<file path="src/logic/job_regfile_pkg.sv">
// Job register file package with register map, response codes, widths and shared types

package job_regfile_pkg;

  localparam int unsigned DATA_W       = 32;
  localparam int unsigned SEL_W        = DATA_W / 8;
  localparam int unsigned ADR_W        = 8;   // Word address
  localparam int unsigned JOB_ID_W     = 8;
  localparam int unsigned MAX_CONTEXTS = 4;   // One status byte each
  localparam int unsigned CXT_W        = $clog2(MAX_CONTEXTS);
  localparam int unsigned IDX_W        = 4;   // Parameter index field, bits 3:0

  // Control register offsets
  localparam logic [ADR_W-1:0] REG_TRIGGER     = 8'd0;
  localparam logic [ADR_W-1:0] REG_ACQUIRE     = 8'd1;
  localparam logic [ADR_W-1:0] REG_FINISHED    = 8'd2;
  localparam logic [ADR_W-1:0] REG_STATUS      = 8'd3;
  localparam logic [ADR_W-1:0] REG_RUNNING_JOB = 8'd4;

  // Parameter region, context in bits 5:4 below it
  localparam int unsigned IO_REGION_BIT = 6;

  localparam logic [DATA_W-1:0] RESP_ALL_BUSY = '1;  // -1 seen by software
  localparam logic [DATA_W-1:0] DEAD_WORD     = 32'hDEAD_BEEF;
  localparam int unsigned       FINISHED_MAX  = 2;

  typedef enum logic [2:0] {
    RD_ACQUIRE,
    RD_FINISHED,
    RD_STATUS,
    RD_RUNNING,
    RD_PARAM,
    RD_UNKNOWN
  } read_kind_e;

  // STATUS is built per context and read back as one word
  typedef union packed {
    logic [MAX_CONTEXTS-1:0][7:0] cxt;
    logic [DATA_W-1:0]            word;
  } status_word_u;

endpackage

</file>
<file path="src/logic/cxt_write_if.sv">
// Context write interface carrying parameter writes and job triggers to the banks
`timescale 1ns/1ps

interface cxt_write_if
  import job_regfile_pkg::*;
();

  logic              wr_stb;   // Parameter word write
  logic [CXT_W-1:0]  wr_cxt;
  logic [IDX_W-1:0]  wr_idx;
  logic [DATA_W-1:0] wr_data;
  logic [SEL_W-1:0]  wr_sel;
  logic              trig_stb; // Claims trig_cxt
  logic [CXT_W-1:0]  trig_cxt;

  modport ctrl (
    output wr_stb, wr_cxt, wr_idx, wr_data, wr_sel,
    output trig_stb, trig_cxt
  );

  modport bank (
    input wr_stb, wr_cxt, wr_idx, wr_data, wr_sel,
    input trig_stb, trig_cxt
  );

endinterface

</file>
<file path="src/logic/read_req_if.sv">
// Read request interface from the offload controller to the dispatcher
`timescale 1ns/1ps

interface read_req_if
  import job_regfile_pkg::*;
();

  logic              rd_stb;    // High during the ack of a read
  read_kind_e        rd_kind;
  logic [CXT_W-1:0]  rd_cxt;
  logic [IDX_W-1:0]  rd_idx;
  logic [DATA_W-1:0] acq_word;  // Acquire response, settled at request time

  modport ctrl (
    output rd_stb, rd_kind, rd_cxt, rd_idx, acq_word
  );

  modport disp (
    input rd_stb, rd_kind, rd_cxt, rd_idx, acq_word
  );

endinterface

</file>
<file path="src/logic/context_bank.sv">
// Context bank holding one context's job parameters and its busy flag
`timescale 1ns/1ps

module context_bank
  import job_regfile_pkg::*;
#(
  parameter int unsigned N_IO_REGS = 4,
  parameter int unsigned CXT_ID    = 0
) (
  input  logic                              clk_i,
  input  logic                              rst_ni,
  input  logic                              clear_i,
  cxt_write_if.bank                         wr_if,
  input  logic                              done_stb_i,
  input  logic [CXT_W-1:0]                  done_cxt_i,
  output logic                              busy_o,
  output logic [N_IO_REGS-1:0][DATA_W-1:0]  params_o
);

  logic                             wr_mine;
  logic                             trig_mine;
  logic                             done_mine;
  logic                             busy_q;
  logic [N_IO_REGS-1:0][DATA_W-1:0] regs_q;

  assign wr_mine   = wr_if.wr_stb & (wr_if.wr_cxt == CXT_W'(CXT_ID));
  assign trig_mine = wr_if.trig_stb & (wr_if.trig_cxt == CXT_W'(CXT_ID));
  assign done_mine = done_stb_i & (done_cxt_i == CXT_W'(CXT_ID));

  // Byte lanes under wr_sel, contents survive a soft clear
  always_ff @(posedge clk_i) begin
    if (wr_mine) begin
      for (int b = 0; b < SEL_W; b++) begin
        if (wr_if.wr_sel[b]) begin
          regs_q[wr_if.wr_idx][8*b +: 8] <= wr_if.wr_data[8*b +: 8];
        end
      end
    end
  end

  always_ff @(posedge clk_i or negedge rst_ni) begin
    if (!rst_ni) begin
      busy_q <= 1'b0;
    end else if (clear_i) begin
      busy_q <= 1'b0;
    end else if (trig_mine) begin
      busy_q <= 1'b1;
    end else if (done_mine) begin
      busy_q <= 1'b0;  // Retired by the dispatcher
    end
  end

  assign busy_o   = busy_q;
  assign params_o = regs_q;

endmodule

</file>
<file path="src/logic/job_dispatch.sv">
// Job dispatcher starting the engine in queue order and serving register reads
`timescale 1ns/1ps

module job_dispatch
  import job_regfile_pkg::*;
#(
  parameter int unsigned N_CONTEXTS = 2,
  parameter int unsigned N_IO_REGS  = 4
) (
  input  logic                                              clk_i,
  input  logic                                              rst_ni,
  input  logic                                              clear_i,
  input  logic                                              done_i,
  input  logic [N_CONTEXTS-1:0]                             busy_i,
  input  logic [N_CONTEXTS-1:0][N_IO_REGS-1:0][DATA_W-1:0]  all_params_i,
  read_req_if.disp                                          rd_if,
  output logic                                              start_o,
  output logic [N_IO_REGS-1:0][DATA_W-1:0]                  params_o,
  output logic [CXT_W-1:0]                                  running_cxt_o,
  output logic                                              done_stb_o,
  output logic [CXT_W-1:0]                                  done_cxt_o,
  output logic [DATA_W-1:0]                                 wb_dat_o
);

  localparam int unsigned PTR_W = $clog2(N_CONTEXTS);
  localparam int unsigned FIN_W = $clog2(FINISHED_MAX + 1);

  logic                launch;
  logic                done_ok;
  logic                fin_rd;
  logic                eng_run_q;      // Engine owns a job
  logic                start_q;
  logic [PTR_W-1:0]    run_ptr_q;      // Oldest queued context
  logic [JOB_ID_W-1:0] running_job_q;
  logic [FIN_W-1:0]    finished_q;
  logic                done_stb_q;
  logic [CXT_W-1:0]    done_cxt_q;
  status_word_u        status;

  assign launch  = ~eng_run_q & ~start_q & busy_i[run_ptr_q];
  assign done_ok = done_i & eng_run_q;   // Stray done pulses are ignored
  assign fin_rd  = rd_if.rd_stb & (rd_if.rd_kind == RD_FINISHED);

  always_ff @(posedge clk_i or negedge rst_ni) begin
    if (!rst_ni) begin
      eng_run_q     <= 1'b0;
      start_q       <= 1'b0;
      run_ptr_q     <= '0;
      running_job_q <= '0;
      done_stb_q    <= 1'b0;
      done_cxt_q    <= '0;
    end else if (clear_i) begin
      eng_run_q     <= 1'b0;
      start_q       <= 1'b0;
      run_ptr_q     <= '0;
      running_job_q <= '0;
      done_stb_q    <= 1'b0;
      done_cxt_q    <= '0;
    end else begin
      start_q    <= launch;
      done_stb_q <= done_ok;
      if (start_q) begin
        eng_run_q <= 1'b1;
      end else if (done_ok) begin
        eng_run_q <= 1'b0;
      end
      if (done_ok) begin
        done_cxt_q    <= CXT_W'(run_ptr_q);
        run_ptr_q     <= (run_ptr_q == PTR_W'(N_CONTEXTS - 1)) ? '0 : run_ptr_q + 1'b1;
        running_job_q <= running_job_q + 1'b1;
      end
    end
  end

  // Clear on read, a done on the same edge still counts
  always_ff @(posedge clk_i or negedge rst_ni) begin
    if (!rst_ni) begin
      finished_q <= '0;
    end else if (clear_i) begin
      finished_q <= '0;
    end else if (fin_rd) begin
      finished_q <= done_ok ? FIN_W'(1) : '0;
    end else if (done_ok && (finished_q < FIN_W'(FINISHED_MAX))) begin
      finished_q <= finished_q + 1'b1;
    end
  end

  always_comb begin
    status.word = '0;
    for (int c = 0; c < N_CONTEXTS; c++) begin
      status.cxt[c] = {7'b0, busy_i[c]};
    end
  end

  // Request fields are registered in the front end, so data is valid with ack
  always_comb begin
    case (rd_if.rd_kind)
      RD_ACQUIRE:  wb_dat_o = rd_if.acq_word;
      RD_FINISHED: wb_dat_o = DATA_W'(finished_q);
      RD_STATUS:   wb_dat_o = status.word;
      RD_RUNNING:  wb_dat_o = DATA_W'(running_job_q);
      RD_PARAM: begin
        if (rd_if.rd_idx < N_IO_REGS) begin
          wb_dat_o = all_params_i[rd_if.rd_cxt[PTR_W-1:0]][rd_if.rd_idx];
        end else begin
          wb_dat_o = DEAD_WORD;
        end
      end
      default:     wb_dat_o = DEAD_WORD;
    endcase
  end

  assign start_o       = start_q;
  assign params_o      = all_params_i[run_ptr_q];
  assign running_cxt_o = CXT_W'(run_ptr_q);
  assign done_stb_o    = done_stb_q;
  assign done_cxt_o    = done_cxt_q;

endmodule

</file>
<file path="src/logic/job_regfile_top.sv">
// Job offload register file top level with Wishbone slave and engine ports
`timescale 1ns/1ps

module job_regfile_top
  import job_regfile_pkg::*;
#(
  parameter int unsigned N_CONTEXTS = 2,
  parameter int unsigned N_IO_REGS  = 4
) (
  input  logic                             clk_i,
  input  logic                             rst_ni,
  input  logic                             clear_i,
  input  logic                             wb_cyc_i,
  input  logic                             wb_stb_i,
  input  logic                             wb_we_i,
  input  logic [ADR_W-1:0]                 wb_adr_i,
  input  logic [DATA_W-1:0]                wb_dat_i,
  input  logic [SEL_W-1:0]                 wb_sel_i,
  output logic [DATA_W-1:0]                wb_dat_o,
  output logic                             wb_ack_o,
  output logic                             start_o,
  output logic [N_IO_REGS-1:0][DATA_W-1:0] params_o,
  output logic [CXT_W-1:0]                 running_cxt_o,
  input  logic                             done_i
);

  logic [N_CONTEXTS-1:0]                            busy;
  logic [N_CONTEXTS-1:0][N_IO_REGS-1:0][DATA_W-1:0] all_params;
  logic                                             done_stb;
  logic [CXT_W-1:0]                                 done_cxt;

  cxt_write_if cw_if ();
  read_req_if  rr_if ();

  offload_ctrl #(
    .N_CONTEXTS (N_CONTEXTS),
    .N_IO_REGS  (N_IO_REGS)
  ) u_ctrl (
    .clk_i    (clk_i),
    .rst_ni   (rst_ni),
    .clear_i  (clear_i),
    .wb_cyc_i (wb_cyc_i),
    .wb_stb_i (wb_stb_i),
    .wb_we_i  (wb_we_i),
    .wb_adr_i (wb_adr_i),
    .wb_dat_i (wb_dat_i),
    .wb_sel_i (wb_sel_i),
    .busy_i   (busy),
    .wb_ack_o (wb_ack_o),
    .wr_if    (cw_if),
    .rd_if    (rr_if)
  );

  for (genvar c = 0; c < N_CONTEXTS; c++) begin : g_bank
    context_bank #(
      .N_IO_REGS (N_IO_REGS),
      .CXT_ID    (c)
    ) u_bank (
      .clk_i      (clk_i),
      .rst_ni     (rst_ni),
      .clear_i    (clear_i),
      .wr_if      (cw_if),
      .done_stb_i (done_stb),
      .done_cxt_i (done_cxt),
      .busy_o     (busy[c]),
      .params_o   (all_params[c])
    );
  end

  job_dispatch #(
    .N_CONTEXTS (N_CONTEXTS),
    .N_IO_REGS  (N_IO_REGS)
  ) u_disp (
    .clk_i         (clk_i),
    .rst_ni        (rst_ni),
    .clear_i       (clear_i),
    .done_i        (done_i),
    .busy_i        (busy),
    .all_params_i  (all_params),
    .rd_if         (rr_if),
    .start_o       (start_o),
    .params_o      (params_o),
    .running_cxt_o (running_cxt_o),
    .done_stb_o    (done_stb),
    .done_cxt_o    (done_cxt),
    .wb_dat_o      (wb_dat_o)
  );

endmodule

</file>
<file path="src/logic/offload_ctrl.sv">
// Offload controller decoding Wishbone accesses and keeping the offload queue pointer
`timescale 1ns/1ps

module offload_ctrl
  import job_regfile_pkg::*;
#(
  parameter int unsigned N_CONTEXTS = 2,
  parameter int unsigned N_IO_REGS  = 4
) (
  input  logic                  clk_i,
  input  logic                  rst_ni,
  input  logic                  clear_i,
  input  logic                  wb_cyc_i,
  input  logic                  wb_stb_i,
  input  logic                  wb_we_i,
  input  logic [ADR_W-1:0]      wb_adr_i,
  input  logic [DATA_W-1:0]     wb_dat_i,
  input  logic [SEL_W-1:0]      wb_sel_i,
  input  logic [N_CONTEXTS-1:0] busy_i,
  output logic                  wb_ack_o,
  cxt_write_if.ctrl             wr_if,
  read_req_if.ctrl              rd_if
);

  localparam int unsigned PTR_W = $clog2(N_CONTEXTS);

  logic              req;
  logic [CXT_W-1:0]  adr_cxt;
  logic [IDX_W-1:0]  adr_idx;
  logic              io_hit;
  logic              wr_hit;
  logic              trig_hit;
  read_kind_e        kind;

  logic              ack_q;
  logic              wr_stb_q;
  logic              trig_stb_q;
  logic              rd_stb_q;
  logic [PTR_W-1:0]  off_ptr_q;   // Next context to be claimed
  logic [JOB_ID_W-1:0] job_id_q;

  logic [CXT_W-1:0]  cxt_q;
  logic [IDX_W-1:0]  idx_q;
  logic [DATA_W-1:0] data_q;
  logic [SEL_W-1:0]  sel_q;
  logic [CXT_W-1:0]  trig_cxt_q;
  read_kind_e        kind_q;
  logic [DATA_W-1:0] acq_word_q;

  // New request only while no ack is pending
  assign req     = wb_cyc_i & wb_stb_i & ~ack_q;
  assign adr_cxt = wb_adr_i[IO_REGION_BIT-1 -: CXT_W];
  assign adr_idx = wb_adr_i[IDX_W-1:0];
  assign io_hit  = wb_adr_i[IO_REGION_BIT] && (adr_cxt < N_CONTEXTS);

  assign wr_hit   = req & wb_we_i & io_hit & (adr_idx < N_IO_REGS);
  assign trig_hit = req & wb_we_i & (wb_adr_i == REG_TRIGGER) & ~busy_i[off_ptr_q];

  always_comb begin
    if (io_hit) begin
      kind = RD_PARAM;
    end else begin
      case (wb_adr_i)
        REG_ACQUIRE:     kind = RD_ACQUIRE;
        REG_FINISHED:    kind = RD_FINISHED;
        REG_STATUS:      kind = RD_STATUS;
        REG_RUNNING_JOB: kind = RD_RUNNING;
        default:         kind = RD_UNKNOWN;  // Trigger reads land here too
      endcase
    end
  end

  always_ff @(posedge clk_i or negedge rst_ni) begin
    if (!rst_ni) begin
      ack_q      <= 1'b0;
      wr_stb_q   <= 1'b0;
      trig_stb_q <= 1'b0;
      rd_stb_q   <= 1'b0;
      off_ptr_q  <= '0;
      job_id_q   <= '0;
    end else if (clear_i) begin
      ack_q      <= 1'b0;
      wr_stb_q   <= 1'b0;
      trig_stb_q <= 1'b0;
      rd_stb_q   <= 1'b0;
      off_ptr_q  <= '0;
      job_id_q   <= '0;
    end else begin
      ack_q      <= req;
      wr_stb_q   <= wr_hit;
      trig_stb_q <= trig_hit;
      rd_stb_q   <= req & ~wb_we_i;
      if (trig_hit) begin
        off_ptr_q <= (off_ptr_q == PTR_W'(N_CONTEXTS - 1)) ? '0 : off_ptr_q + 1'b1;
        job_id_q  <= job_id_q + 1'b1;
      end
    end
  end

  // Request fields, only qualified by the strobes above
  always_ff @(posedge clk_i) begin
    if (req) begin
      cxt_q      <= adr_cxt;
      idx_q      <= adr_idx;
      data_q     <= wb_dat_i;
      sel_q      <= wb_sel_i;
      kind_q     <= kind;
      trig_cxt_q <= CXT_W'(off_ptr_q);
      // Acquire only peeks, trigger does the claim
      acq_word_q <= busy_i[off_ptr_q] ? RESP_ALL_BUSY : DATA_W'(job_id_q);
    end
  end

  assign wb_ack_o = ack_q;

  assign wr_if.wr_stb   = wr_stb_q;
  assign wr_if.wr_cxt   = cxt_q;
  assign wr_if.wr_idx   = idx_q;
  assign wr_if.wr_data  = data_q;
  assign wr_if.wr_sel   = sel_q;
  assign wr_if.trig_stb = trig_stb_q;
  assign wr_if.trig_cxt = trig_cxt_q;

  assign rd_if.rd_stb   = rd_stb_q;
  assign rd_if.rd_kind  = kind_q;
  assign rd_if.rd_cxt   = cxt_q;
  assign rd_if.rd_idx   = idx_q;
  assign rd_if.acq_word = acq_word_q;

endmodule

</file>
<file path="config.mk">
export PLATFORM = sky130hd
export DESIGN_NAME = job_regfile_top
export DESIGN_NICKNAME = d
export VERILOG_FILES = /design/src/logic/job_regfile_pkg.sv /design/src/logic/cxt_write_if.sv /design/src/logic/read_req_if.sv /design/src/logic/context_bank.sv /design/src/logic/job_dispatch.sv /design/src/logic/job_regfile_top.sv /design/src/logic/offload_ctrl.sv
export SDC_FILE = /design/constraint.sdc
export NUM_CORES = 1
export LEC_CHECK = 0
export ABC_CLOCK_PERIOD_IN_PS = 3300
export BUFFER_PORTS_ARGS = -buffer_cell sky130_fd_sc_hd__buf_2
export CAP_MARGIN = 10
export CELL_PAD_IN_SITES_DETAIL_PLACEMENT = 0
export CELL_PAD_IN_SITES_GLOBAL_PLACEMENT = 1
export CORE_MARGIN = 3
export CORE_UTILIZATION = 25
export CTS_CLUSTER_SIZE = 10
export DETAILED_ROUTE_END_ITERATION = 12
export PLACE_DENSITY_LB_ADDON = 0.25
export SYNTH_ARGS = -nofsm -noshare
export SYNTH_HDL_FRONTEND = slang
export SYNTH_HIERARCHICAL = 1
export SYNTH_SLANG_ARGS = --single-unit
</file>
<file path="constraint.sdc">
create_clock -name clk_i -period 3.3 [get_ports clk_i]
set_input_delay 0.495 -clock clk_i [delete_from_list [all_inputs] [get_ports clk_i]]
set_output_delay 0.495 -clock clk_i [all_outputs]
set_load 0.005 [all_outputs]
</file>
==> results.py <==
metrics = {
    "yosys": {
        "ys_warn_count": 6,
        "synth_flop_cell": "edfxtp_1",
        "synth.area.top_cells": "edfxtp_1 57%, mux2_2 8.9%, mux4_2 4.8%",
        "async_reset_ff_share_pct": 8.798,
        "synth-seq-area-share_pct": 61.58,
        "synthCells": 1033,
        "synth_top_area_cell": "edfxtp_1",
        "yosys.area.top_type_share_pct": 56.99,
        "avgSynthCellArea_um2": 15.86,
        "synth_area_um2": 16390,
        "synth-edff-count": 311,
        "ys_ff_latch": 341,
        "synth_cell_types": 65,
    },
    "timing": {
        "final_max_slew_viol_count": 0,
        "tightest_slew_ns": 1.010,
        "clock.fmax_mhz": 318.0,
        "slew_headroom_pct": 32.53,
        "tns_ns": 0,
        "finalHoldViolCount": 0,
        "finalCriticalPeriod_ns": 3.145,
        "setup_viol": 0,
        "finalClockSkew_ns": 0.01658,
        "period_share_pct": 95.30,
        "rsz0062_at_grt": "no",
    },
    "die": {
        "io_pins": 215,
        "dieArea_um2": 68650,
        "die_h_um": 262.0,
        "rows": 93,
        "die_x_um": 262.0,
        "initial_utilization_pct": 25.33,
        "core_area_um2": 64700,
    },
    "setup_path": {
        "critical_path.max_fanout": 14,
        "rr_worst_depth": 3,
        "timing.rr.start": "u_ctrl/rd_if.rd_cxt[0]",
        "criticalPathCategory": "register to primary output",
        "critPathLaunchType": "register",
        "end_kind": "primary output",
        "crit_arrival_ns": 2.65,
        "reg2reg_slack_ns": 0.50,
        "r2r-end": "g_bank[0].u_bank/params_o[75]",
        "required_ns": 2.80,
    },
    "drt": {
        "vias_per_cell": 4.656,
        "drt_iter0_markers": 737,
        "vias": 9853,
        "routed_wl_mm": 51.09,
        "drc": 0,
        "routedWlPerCell_um": 24.14,
        "dr.pass1.iters": 5,
        "ant_nets": 0,
    },
    "clock_network": {
        "cts.sinks": 341,
        "clkTransAtPathRegs_ns": 0.06,
        "post_cts_buffers": 0,
        "cts_max_level": 2,
        "cts_buffers": 41,
        "clk_latency_ns": 0.56,
        "cts_buffer_depth": 3,
        "cts_tree": "built",
        "cts_root_buffer": "clkbuf_16",
    },
    "layout": {
        "diodes": 0,
        "post-route-util_pct": 30.17,
        "fill_cells": 6505,
        "synthToLayoutAreaGrowth_pct": 19.12,
        "fin_nets": 1295,
        "layout-drive-gt1-share_pct": 43.30,
    },
    "place": {
        "portBuffers": 213,
        "hpwl_mm": 35.13,
        "gp_congestion": 0.7736,
    },
    "global_route": {
        "first_global_vias": 10422,
        "grt.total_usage_pct": 14.74,
        "antenna_found_initial": 5,
        "grt_pass1_wl_mm": 73.23,
        "grt_max_degree": 73,
        "grt_overflow": 0,
    },
    "min_path": {
        "hold_class": "input port to register",
        "hold_depth": 2,
        "min-delay-start": "wb_we_i",
        "hold_path_end": "u_ctrl/rd_if.rd_stb",
    },
    "job": {
        "drv_cap": 0,
    },
    "power": {
        "leakage_nw": 6.468,
        "ir_worst_vdd_uv": 281.6,
        "power_density_nw_per_um2": 470.9,
        "finalPower_w": 0.009192,
    },
    "outcome": {
        "outcome": "completed",
    },
}
[registers in the layout (all words and copies together) (netlist names)]
| name | flops |
|---|---|
| u_ctrl/rd_if.rd_idx | 4 |
| u_ctrl/wr_if.wr_data | 32 |
| u_ctrl/rd_if.rd_stb | 1 |
| u_disp/run_ptr_q | 1 |
| u_ctrl/job_id_q | 8 |
| u_ctrl/wr_if.wr_stb | 1 |
| u_disp/eng_run_q | 1 |
| u_ctrl/rd_if.rd_kind | 3 |
| u_ctrl/wr_if.trig_cxt | 1 |
| u_ctrl/rd_if.acq_word | 9 |
| u_disp/finished_q | 2 |
| g_bank.u_bank/busy_o | 2 |
| u_disp/done_cxt_o | 1 |
| u_disp/start_o | 1 |
| u_disp/done_stb_o | 1 |
| u_ctrl/rd_if.rd_cxt | 2 |
| g_bank.u_bank/params_o | 256 |
| u_ctrl/wr_if.wr_sel | 4 |
| u_ctrl/off_ptr_q | 1 |
| u_ctrl/wr_if.trig_stb | 1 |
| u_disp/running_job_q | 8 |
| u_ctrl/wb_ack_o | 1 |
[worst max path at each step]
stage / endpoint / slack, ns / startpoint / depth (start not counted)
global route: wb_dat_o[6] / 0.01 / u_ctrl/rd_if.rd_cxt[0] / 4
finish: wb_dat_o[6] / 0.16 / u_ctrl/rd_if.rd_cxt[0] / 4
floorplan: u_ctrl/job_id_q[5] / 0.66 / wb_stb_i / 5
detailed placement: g_bank[0].u_bank/params_o[83] / 0.56 / u_ctrl/rd_if.rd_cxt[0] / 3
global placement: g_bank[0].u_bank/params_o[51] / 0.55 / u_ctrl/rd_if.rd_idx[0] / 3
CTS: wb_dat_o[28] / 0.07 / u_ctrl/rd_if.rd_cxt[0] / 5
[synthesized netlist by cell type (all sizes together) (6+ instances only)]
cell    number
and3        10
mux2       131
nor3        66
nand2       40
dfrtp       30
or3          6
buf         93
nor2        18
inv         26
a31oi       18
nand3       10
a21oi       35
nand2b      28
mux4        60
edfxtp     311
clkbuf      13
o21ai       13
nor4        25
mux2i       24
[critical path: stages (launching register included)]
cell	delay, ns
edfxtp_1	0.62
buf_4	0.38
mux4_1	0.63
a221o_1	0.32
buf_2	0.13
[report_power, final]
group	switching, W	total (W)	internal [W]
Combinational	0.000228	0.000358	0.000129
Sequential	0.0000436	0.00477	0.00473
Clock	0.00171	0.00406	0.00235
[stage by stage]
stage / worst slack [ns] / cell area (um^2) / hold slack, ns / instances
final: 0.1551 / 19520 / 0.1137 / 2116
after global placement: 0.5480 / 18350 / 0.4529 / 2053
after detailed placement: 0.5581 / 18350 / 0.4601 / 2053
after global routing: 0.01314 / 19520 / 0.07680 / 2116
after CTS: 0.07212 / 19510 / 0.06789 / 2116
after floorplan: 0.6650 / 16390 / 0.1994 / 1034
[logic make-up after synthesis]
group                    synth area share (%)
flip-flops                              61.58
AND/OR/NAND/NOR                         9.751
multiplexers                            19.29
buffers and inverters                   5.238
AO/OA/AOI/OAI                           3.734
XOR/XNOR                               0.2138
adder cells (fa/ha/maj)                0.1527
other                                 0.04583
[placed cells by master, fill, tap and decap left out, types with 4 or more instances in the layout]
cell	count
nor3_2	34
buf_2	213
clkbuf_1	14
mux2i_1	24
nand4b_1	5
a21oi_1	35
buf_4	51
and3_1	10
nand2b_1	28
a31oi_1	18
nand3b_1	4
a22o_1	5
nand4_1	5
mux4_1	25
a221o_1	5
o21ai_0	13
mux4_2	35
dfrtp_1	29
buf_12	6
o221ai_1	5
nor4_1	5
nor2b_1	4
mux2_2	129
or3_1	6
nor4_2	18
nand3_1	9
edfxtp_1	311
nor2_1	17
inv_1	25
clkbuf_16	43
nor3_1	31
nand2_1	39
[per-layer routing]
layer | up-vias | wire length [um] | GRT usage (%)
met1 | 5088 | 22010 | 19.18
met4 | 2 | 1154 | 4.012
li1 | 4462 | - | -
met2 | 237 | 25360 | 25.23
met3 | 64 | 2543 | 2.718
met5 | - | 13 | 0
[layout make-up]
cell class | instances | area, um^2 | area share (%)
Timing Repair Buffer | 271 | 1579 | 8.090
Multi-Input combinational cell | 561 | 5523 | 28.29
Inverter | 26 | 98.84 | 0.5064
Clock inverter | 5 | 26.28 | 0.1346
Sequential cell | 341 | 10090 | 51.71
Clock buffer | 57 | 1129 | 5.782
Tap cell | 855 | 1070 | 5.481
[repair_timing]
| action | in CTS | in global routing |
|---|---|---|
| hold buffers | 1 | 0 |
| gates resized for setup | 0 | 1 |
| endpoints found under the hold margin | 8 | 0 |
| setup endpoints to repair | 0 | 1 |
No activity file was read; power rests on OpenSTA's default activity.
